## src/logic/cam_pkg.sv

```systemverilog
`default_nettype none

package cam_pkg;

    // camera frame as delivered by the sensor.
    localparam int CAM_W = 16;
    localparam int CAM_H = 12;

    localparam int SCALE_SHIFT = 1;  // keep one pixel and one line in 2**SCALE_SHIFT.

    localparam int FB_W      = CAM_W >> SCALE_SHIFT;
    localparam int FB_H      = CAM_H >> SCALE_SHIFT;
    localparam int FB_PIXELS = FB_W * FB_H;

    localparam int UP_SHIFT = 1;  // stored pixel covers a 2**UP_SHIFT square.
    localparam int DISP_W   = FB_W << UP_SHIFT;
    localparam int DISP_H   = FB_H << UP_SHIFT;

    // reader register, ram read register, format register.
    localparam int READ_LATENCY = 3;

    typedef logic [9:0]                   pos_t;
    typedef logic [$clog2(FB_PIXELS)-1:0] fb_addr_t;
    typedef logic [15:0]                  rgb565_t;  // r5 g6 b5.
    typedef logic [7:0]                   chan_t;

    typedef enum logic [1:0] {
        WAIT_FRAME,
        HIGH_BYTE,
        LOW_BYTE
    } cap_state_e;

endpackage

`default_nettype wire

```

## src/logic/fb_wr_if.sv

```systemverilog
`default_nettype none

interface fb_wr_if;

    logic              wr_en;
    cam_pkg::fb_addr_t wr_addr;
    cam_pkg::rgb565_t  wr_data;
    logic              frame_done;  // single cycle at the end of a captured frame.

    modport cap (
        output wr_en,
        output wr_addr,
        output wr_data,
        output frame_done
    );

    modport mem (
        input wr_en,
        input wr_addr,
        input wr_data
    );

endinterface

`default_nettype wire

```

## src/logic/camera_capture.sv

```systemverilog
`default_nettype none

module camera_capture (
    input  logic       i_clk,
    input  logic       i_rst,
    input  logic       i_vsync,
    input  logic       i_href,
    input  logic       i_byte_en,
    input  logic [7:0] i_byte,
    fb_wr_if.cap       o_wr
);

    cam_pkg::cap_state_e state;
    logic                vsync_q;
    logic                href_q;
    logic                vsync_rise;
    logic                href_fall;
    logic                byte_ok;
    logic                lines_seen;
    logic                row_kept;
    logic                keep;
    logic [7:0]          hi_byte;
    cam_pkg::pos_t       row;
    cam_pkg::pos_t       col;
    cam_pkg::fb_addr_t   row_base;  // (row >> SCALE_SHIFT) * FB_W, kept as a running sum.
    cam_pkg::fb_addr_t   col_addr;

    assign vsync_rise = i_vsync & ~vsync_q;
    assign href_fall  = href_q & ~i_href;
    assign byte_ok    = i_byte_en & i_href;

    assign row_kept = ((row & cam_pkg::pos_t'((1 << cam_pkg::SCALE_SHIFT) - 1)) == '0)
                   && (row < cam_pkg::pos_t'(cam_pkg::CAM_H));
    assign keep     = row_kept
                   && ((col & cam_pkg::pos_t'((1 << cam_pkg::SCALE_SHIFT) - 1)) == '0)
                   && (col < cam_pkg::pos_t'(cam_pkg::CAM_W));

    always_ff @(posedge i_clk) begin
        if (i_rst) begin
            state             <= cam_pkg::WAIT_FRAME;
            vsync_q           <= 1'b0;
            href_q            <= 1'b0;
            lines_seen        <= 1'b0;
            row               <= '0;
            col               <= '0;
            row_base          <= '0;
            col_addr          <= '0;
            o_wr.wr_en        <= 1'b0;
            o_wr.frame_done   <= 1'b0;
        end else begin
            vsync_q         <= i_vsync;
            href_q          <= i_href;
            o_wr.wr_en      <= 1'b0;
            o_wr.frame_done <= vsync_rise & lines_seen;  // empty frames are not reported.
            if (vsync_rise) begin
                state      <= cam_pkg::HIGH_BYTE;
                row        <= '0;
                col        <= '0;
                row_base   <= '0;
                col_addr   <= '0;
                lines_seen <= 1'b0;
            end else if (href_fall && state != cam_pkg::WAIT_FRAME) begin
                state      <= cam_pkg::HIGH_BYTE;  // resync the byte pairing per line.
                row        <= row + 1'b1;
                col        <= '0;
                col_addr   <= '0;
                lines_seen <= 1'b1;
                if (row_kept) begin
                    row_base <= row_base + cam_pkg::fb_addr_t'(cam_pkg::FB_W);
                end
            end else if (byte_ok) begin
                case (state)
                    cam_pkg::HIGH_BYTE: state <= cam_pkg::LOW_BYTE;
                    cam_pkg::LOW_BYTE: begin
                        state <= cam_pkg::HIGH_BYTE;
                        col   <= col + 1'b1;
                        if (keep) begin
                            o_wr.wr_en <= 1'b1;
                            col_addr   <= col_addr + 1'b1;
                        end
                    end
                    default: state <= state;  // bytes before the first vsync are dropped.
                endcase
            end
        end
    end

    always_ff @(posedge i_clk) begin
        if (byte_ok && state == cam_pkg::HIGH_BYTE) begin
            hi_byte <= i_byte;
        end
        if (byte_ok && state == cam_pkg::LOW_BYTE) begin
            o_wr.wr_data <= {hi_byte, i_byte};
            o_wr.wr_addr <= row_base + col_addr;
        end
    end

endmodule

`default_nettype wire

```

## src/logic/frame_buffer.sv

```systemverilog
`default_nettype none

module frame_buffer (
    input  logic              i_clk,
    fb_wr_if.mem              i_wr,
    input  logic              i_rd_en,
    input  cam_pkg::fb_addr_t i_rd_addr,
    output cam_pkg::rgb565_t  o_rd_data
);

    cam_pkg::rgb565_t mem [cam_pkg::FB_PIXELS];

    always_ff @(posedge i_clk) begin
        if (i_wr.wr_en) begin
            mem[i_wr.wr_addr] <= i_wr.wr_data;
        end
    end

    // read before write on a shared address.
    always_ff @(posedge i_clk) begin
        if (i_rd_en) begin
            o_rd_data <= mem[i_rd_addr];
        end
    end

endmodule

`default_nettype wire

```

## src/logic/fb_reader.sv

```systemverilog
`default_nettype none

module fb_reader (
    input  logic              i_clk,
    input  logic              i_rst,
    input  logic              i_frame,
    input  logic              i_line,
    input  cam_pkg::pos_t     i_x,
    input  cam_pkg::pos_t     i_y,
    output logic              o_rd_en,
    output cam_pkg::fb_addr_t o_rd_addr,
    output logic              o_pix_valid
);

    logic                         active;
    logic [cam_pkg::UP_SHIFT-1:0] x_rep;
    logic [cam_pkg::UP_SHIFT-1:0] y_rep;
    logic [cam_pkg::UP_SHIFT-1:0] x_rep_now;
    logic [cam_pkg::UP_SHIFT-1:0] y_rep_now;
    cam_pkg::fb_addr_t            addr;
    cam_pkg::fb_addr_t            addr_now;
    cam_pkg::fb_addr_t            line_start;  // held for the repeated lines.
    cam_pkg::fb_addr_t            line_start_now;
    logic                         line_used;
    logic                         line_used_now;

    assign active = (i_x < cam_pkg::pos_t'(cam_pkg::DISP_W))
                 && (i_y < cam_pkg::pos_t'(cam_pkg::DISP_H));

    // counters as seen by this cycle's position, so a pulse may share a cycle with x = 0.
    always_comb begin
        addr_now       = addr;
        line_start_now = line_start;
        x_rep_now      = x_rep;
        y_rep_now      = y_rep;
        line_used_now  = line_used;
        if (i_frame) begin
            addr_now       = '0;
            line_start_now = '0;
            x_rep_now      = '0;
            y_rep_now      = '0;
            line_used_now  = 1'b0;
        end else if (i_line) begin
            x_rep_now     = '0;
            line_used_now = 1'b0;
            if (line_used) begin  // blank lines do not count as repeats.
                y_rep_now = y_rep + 1'b1;
                if (&y_rep) begin
                    line_start_now = line_start + cam_pkg::fb_addr_t'(cam_pkg::FB_W);
                end
            end
            addr_now = line_start_now;
        end
    end

    always_ff @(posedge i_clk) begin
        if (i_rst) begin
            o_rd_en     <= 1'b0;
            o_pix_valid <= 1'b0;
            addr        <= '0;
            line_start  <= '0;
            x_rep       <= '0;
            y_rep       <= '0;
            line_used   <= 1'b0;
        end else begin
            o_rd_en     <= active;
            o_pix_valid <= o_rd_en;  // lines up with the ram output.
            addr        <= addr_now;
            line_start  <= line_start_now;
            x_rep       <= x_rep_now;
            y_rep       <= y_rep_now;
            line_used   <= line_used_now;
            if (active) begin
                x_rep     <= x_rep_now + 1'b1;
                line_used <= 1'b1;
                if (&x_rep_now) begin
                    addr <= addr_now + 1'b1;
                end
            end
        end
    end

    always_ff @(posedge i_clk) begin
        if (active) begin
            o_rd_addr <= addr_now;
        end
    end

endmodule

`default_nettype wire

```

## src/logic/pixel_format.sv

```systemverilog
`default_nettype none

module pixel_format (
    input  logic             i_clk,
    input  logic             i_rst,
    input  logic             i_gray_toggle,
    input  logic             i_pix_valid,
    input  cam_pkg::rgb565_t i_pix,
    output logic             o_valid,
    output cam_pkg::chan_t   o_rgb [3]  // red, green, blue.
);

    logic           gray_mode;
    cam_pkg::chan_t red8;
    cam_pkg::chan_t green8;
    cam_pkg::chan_t blue8;
    cam_pkg::chan_t luma;
    logic [15:0]    luma_sum;  // weights add up to 256, so no overflow.

    assign red8   = {i_pix[15:11], 3'b000};
    assign green8 = {i_pix[10:5], 2'b00};
    assign blue8  = {i_pix[4:0], 3'b000};

    assign luma_sum = 16'd77 * {8'd0, red8}
                    + 16'd150 * {8'd0, green8}
                    + 16'd29 * {8'd0, blue8};
    assign luma     = luma_sum[15:8];

    always_ff @(posedge i_clk) begin
        if (i_rst) begin
            gray_mode <= 1'b0;
            o_valid   <= 1'b0;
            o_rgb     <= '{default: '0};
        end else begin
            if (i_gray_toggle) begin
                gray_mode <= ~gray_mode;
            end
            o_valid <= i_pix_valid;
            if (!i_pix_valid) begin
                o_rgb <= '{default: '0};  // border is black.
            end else if (gray_mode) begin
                o_rgb <= '{luma, luma, luma};
            end else begin
                o_rgb <= '{red8, green8, blue8};
            end
        end
    end

endmodule

`default_nettype wire

```

## src/logic/camera_fb_top.sv

```systemverilog
`default_nettype none

module camera_fb_top (
    input  logic           i_clk,
    input  logic           i_rst,
    input  logic           i_vsync,
    input  logic           i_href,
    input  logic           i_byte_en,
    input  logic [7:0]     i_byte,
    input  logic           i_frame,
    input  logic           i_line,
    input  cam_pkg::pos_t  i_x,
    input  cam_pkg::pos_t  i_y,
    input  logic           i_gray_toggle,
    output logic           o_valid,
    output cam_pkg::chan_t o_red,
    output cam_pkg::chan_t o_green,
    output cam_pkg::chan_t o_blue,
    output logic           o_frame_captured
);

    logic              rd_en;
    cam_pkg::fb_addr_t rd_addr;
    cam_pkg::rgb565_t  rd_data;
    logic              pix_valid;
    cam_pkg::chan_t    rgb [3];

    fb_wr_if fb_wr ();

    camera_capture u_camera_capture (
        .i_clk     (i_clk),
        .i_rst     (i_rst),
        .i_vsync   (i_vsync),
        .i_href    (i_href),
        .i_byte_en (i_byte_en),
        .i_byte    (i_byte),
        .o_wr      (fb_wr.cap)
    );

    frame_buffer u_frame_buffer (
        .i_clk     (i_clk),
        .i_wr      (fb_wr.mem),
        .i_rd_en   (rd_en),
        .i_rd_addr (rd_addr),
        .o_rd_data (rd_data)
    );

    fb_reader u_fb_reader (
        .i_clk       (i_clk),
        .i_rst       (i_rst),
        .i_frame     (i_frame),
        .i_line      (i_line),
        .i_x         (i_x),
        .i_y         (i_y),
        .o_rd_en     (rd_en),
        .o_rd_addr   (rd_addr),
        .o_pix_valid (pix_valid)
    );

    pixel_format u_pixel_format (
        .i_clk         (i_clk),
        .i_rst         (i_rst),
        .i_gray_toggle (i_gray_toggle),
        .i_pix_valid   (pix_valid),
        .i_pix         (rd_data),
        .o_valid       (o_valid),
        .o_rgb         (rgb)
    );

    assign o_frame_captured = fb_wr.frame_done;
    assign o_red            = rgb[0];
    assign o_green          = rgb[1];
    assign o_blue           = rgb[2];

endmodule

`default_nettype wire

```

## config.mk

```make
export PLATFORM = sky130hd
export DESIGN_NAME = camera_fb_top
export DESIGN_NICKNAME = d
export VERILOG_FILES = /design/src/logic/cam_pkg.sv /design/src/logic/fb_wr_if.sv /design/src/logic/camera_capture.sv /design/src/logic/frame_buffer.sv /design/src/logic/fb_reader.sv /design/src/logic/pixel_format.sv /design/src/logic/camera_fb_top.sv
export SDC_FILE = /design/constraint.sdc
export NUM_CORES = 1
export LEC_CHECK = 0
export ABC_AREA = 1
export BUFFER_PORTS_ARGS = -buffer_cell sky130_fd_sc_hd__buf_4
export CORE_MARGIN = 3
export CORE_UTILIZATION = 25
export CTS_BUF_LIST = sky130_fd_sc_hd__clkbuf_8 sky130_fd_sc_hd__clkbuf_16
export DETAILED_ROUTE_END_ITERATION = 16
export PLACE_DENSITY = 0.51
export SYNTH_ARGS = -nofsm -noshare
export SYNTH_HDL_FRONTEND = slang
export SYNTH_SLANG_ARGS = --single-unit
```

## constraint.sdc

```tcl
create_clock -name i_clk -period 4.2 [get_ports i_clk]
set_input_delay 0.63 -clock i_clk [delete_from_list [all_inputs] [get_ports i_clk]]
set_output_delay 0.63 -clock i_clk [all_outputs]
set_load 0.005 [all_outputs]
```

==> impl_metrics.json <==
{
  "worst_ep_arrival_time_ns": 4.77,
  "grt_max_degree": 162,
  "rsz0062_at_grt": "true",
  "vias_per_cell": 4.47,
  "drt_iter0_drc": 2090,
  "fin_crit_sh_pct": 101,
  "grt_overflow": 0,
  "clock_latency_ns": 0.66,
  "crit_path_cell_trace": "buf_6, ha_4, ha_4, fa_1, inv_2, fa_2, o21ai_2, a21oi_2, nor2_2, nor2_2, xor2_2, fa_1, inv_2, ha_4, nand2_4, buf_6, o211a_1, nand2_1, nand2_1, nand3_2, nand2_1",
  "path_max_fanout": 3,
  "cts_tree": "built",
  "wl_met3_um": 4880,
  "grt_pass1_vias": 23900,
  "portBuffers": 55,
  "grt_usage_pct": 12.3,
  "status": "finished with violations",
  "hold_viol": 0,
  "power_density_nw_per_um2": 392,
  "drtPass1Iterations": 6,
  "syn-cell-area_um2": 38300,
  "grt_pass1_wl_um": 149000,
  "die_y_um": 397,
  "diodes": 0,
  "ys_seq_area_share_pct": 68.0,
  "cts_max_path_buffers": 3,
  "clk_pin_slew_ns": 0.06,
  "synth_ff_type": "edfxtp_1",
  "mostFrequentLayoutCell": "nand2_1",
  "wl_met1_um": 45400,
  "required_ns": 4.75,
  "remaining_drc_errors": 0,
  "worstSetupPathType": "register to register",
  "syn_to_final_growth_pct": 17.5,
  "final_cell_mix": "nand2_1 (848), edfxtp_1 (820), nand3_1 (499)",
  "final_nets": 3627,
  "dp_cells": 5392,
  "num_vias": 24900,
  "end_kind": "register",
  "std_cell_rows": 142,
  "slew_viol_final": 0,
  "synth_nets": 3501,
  "whs_path_depth": 1,
  "clock.fmax_mhz": 237,
  "timing.final.ws_setup_ns": -0.0278,
  "cpPeakStageDelay_ns": 0.55,
  "highest_layer": "met4",
  "cts_inserted_buffers": 93,
  "finalPower_mw": 17.6,
  "die_w_um": 397,
  "synth_edf_count": 820,
  "critPathSlowestCell": "fa_1",
  "holdWs_ns": 0.147,
  "reg2regPathDepth": 21,
  "hpwlAfterDp_um": 56700,
  "synth_xor_area_share_pct": 0.595,
  "synth_cell_types": 44,
  "violations": "setup timing",
  "wl_per_cell_um": 17.9,
  "hp-class": "input port to register",
  "clockRootBuffer": "clkbuf_16",
  "finClkSkew_ns": 0.0345,
  "finalNonFillerCells": 5568,
  "synth_top_family_by_area": "simple AND/OR/NAND/NOR gates",
  "core_area_um2": 151000,
  "antenna_found_initial": 0,
  "yosys.area_share.simple_pct": 18.9,
  "htree_levels": 3,
  "syn_inst": 3354,
  "wirelength_um": 99400,
  "setup_viol": 5,
  "synth_compound_area_share_pct": 4.33,
  "initial_utilization_pct": 25.3,
  "io_pins": 62,
  "ys_ff_latch": 891,
  "muxShareOfSynthArea_pct": 0,
  "vdd_drop_max_mv": 0.316,
  "p_leak_nw": 16.1,
  "cap_violations": 0,
  "slew-limit-headroom_pct": 32.0,
  "met2_length_um": 46800,
  "yosys.area_share.adder_pct": 4.06,
  "tightest_slew_ns": 1.02,
  "antenna_left": 0,
  "clock-sinks": 891,
  "gp_congestion": 0.806,
  "die_area_um2": 158000,
  "cp-start-kind": "register",
  "syn_avg_cell_area_um2": 11.4,
  "drive_gt1_share_pct": 12.1,
  "synthArstFlopShare_pct": 0,
  "yosys_warnings": 0,
  "cts_hold_buf": 0,
  "fin_crit_ns": 4.23
}
[power breakdown]
group	total [mW]	leakage, nW	switching, mW	internal [mW]
Combinational	0.0803	6.61	0.0495	0.0309
Clock	7.98	1.56	3.40	4.58
Sequential	9.56	7.94	0.00385	9.56
[per-stage QoR]
| stage | area, µm² | setup TNS [ns] | utilization, % | setup WS [ns] |
|---|---|---|---|---|
| final | 45000 | -0.0875 | 29.8 | -0.0278 |
| after global routing | 45000 | -2.61 | 29.8 | -0.223 |
| after CTS | 44700 | -0.304 | 29.6 | -0.0491 |
| after detailed placement | 41500 | -3.01 | 27.5 | -0.214 |
| after global placement | 41500 | -2.77 | 27.5 | -0.221 |
| after floorplan | 38300 | 0 | - | 0.0421 |
[critical path, delay by kind of cell (launching register included)]
kind	cells	cell delay, ns
buffers and inverters	4	0.35
AO/OA/AOI/OAI	3	0.47
XOR/XNOR	1	0.16
AND/OR/NAND/NOR	7	0.52
flip-flops	1	0.43
adder cells (fa/ha/maj)	6	2.20
[registers in the layout, indices dropped and copies added, names as in the netlist, 2 cells and up]
| name | flops |
|---|---|
| u_camera_capture.col_addr | 6 |
| u_fb_reader.addr | 6 |
| u_frame_buffer.mem | 768 |
| u_camera_capture.o_wr.wr_addr | 6 |
| u_camera_capture.col | 10 |
| u_camera_capture.row | 10 |
| u_camera_capture.o_wr.wr_data | 16 |
| u_camera_capture.state | 2 |
| u_camera_capture.row_base | 3 |
| u_pixel_format.o_rgb | 19 |
| u_frame_buffer.o_rd_data | 16 |
| u_fb_reader.line_start | 3 |
| u_camera_capture.hi_byte | 8 |
| u_fb_reader.o_rd_addr | 6 |
[worst paths after layout]
check        slack (ns)                                     endpoint                             startpoint
max reg2reg       -0.03          u_pixel_format.o_rgb[13]$_SDFF_PP0_  u_frame_buffer.o_rd_data[9]$_DFFE_PP_
max               -0.03          u_pixel_format.o_rgb[13]$_SDFF_PP0_  u_frame_buffer.o_rd_data[9]$_DFFE_PP_
min                0.15        u_camera_capture.hi_byte[5]$_DFFE_PP_                              i_byte[5]
min reg2reg        0.42  u_camera_capture.o_wr.wr_data[11]$_DFFE_PP_  u_camera_capture.hi_byte[3]$_DFFE_PP_
[synth_stat cells (19+ instances only)]
cell type    n  area share [%]
nand2_1    856             8.4
edfxtp_1   820              64
nand3_1    507             6.6
nor2_1     308             3.0
o21ai_0    139             1.8
inv_1      137             1.3
ha_1        89             2.9
dfxtp_1     71             3.7
o211ai_1    67             1.3
buf_2       61            0.80
clkbuf_1    52            0.51
a21oi_1     47            0.61
buf_6       27            0.79
fa_1        22             1.2
buf_4       20            0.39
nand4_1     19            0.31
[cells by family after synthesis]
group | count (synthesis)
compound gates | 289
simple gates | 1718
fa+ha+maj | 111
xor+xnor | 26
flops | 891
buf+inv | 319
[cell type report]
type / count / area (µm²)
inverters: 144 / 563
clock inverters: 63 / 440
well taps: 2016 / 2520
fillers: 15500 / 106000
repair buffers: 206 / 1670
flip-flops and latches: 891 / 26000
clock buffers: 104 / 2550
multi-input cells: 2144 / 11200
[repair_timing]
item	in CTS	in global routing
gates resized for setup	31	52
endpoints found under the setup margin	17	17
buffers inserted	3	6
hold endpoints to repair	0	0
pin swaps	12	39
[layer usage]
metal	vias to the layer above	global-route usage, %
met5	-	0
met2	557	20.0
li1	12000	-
met1	12200	16.8
met3	137	1.99
met4	0	3.47
No activity file was read; power rests on OpenSTA's default activity.
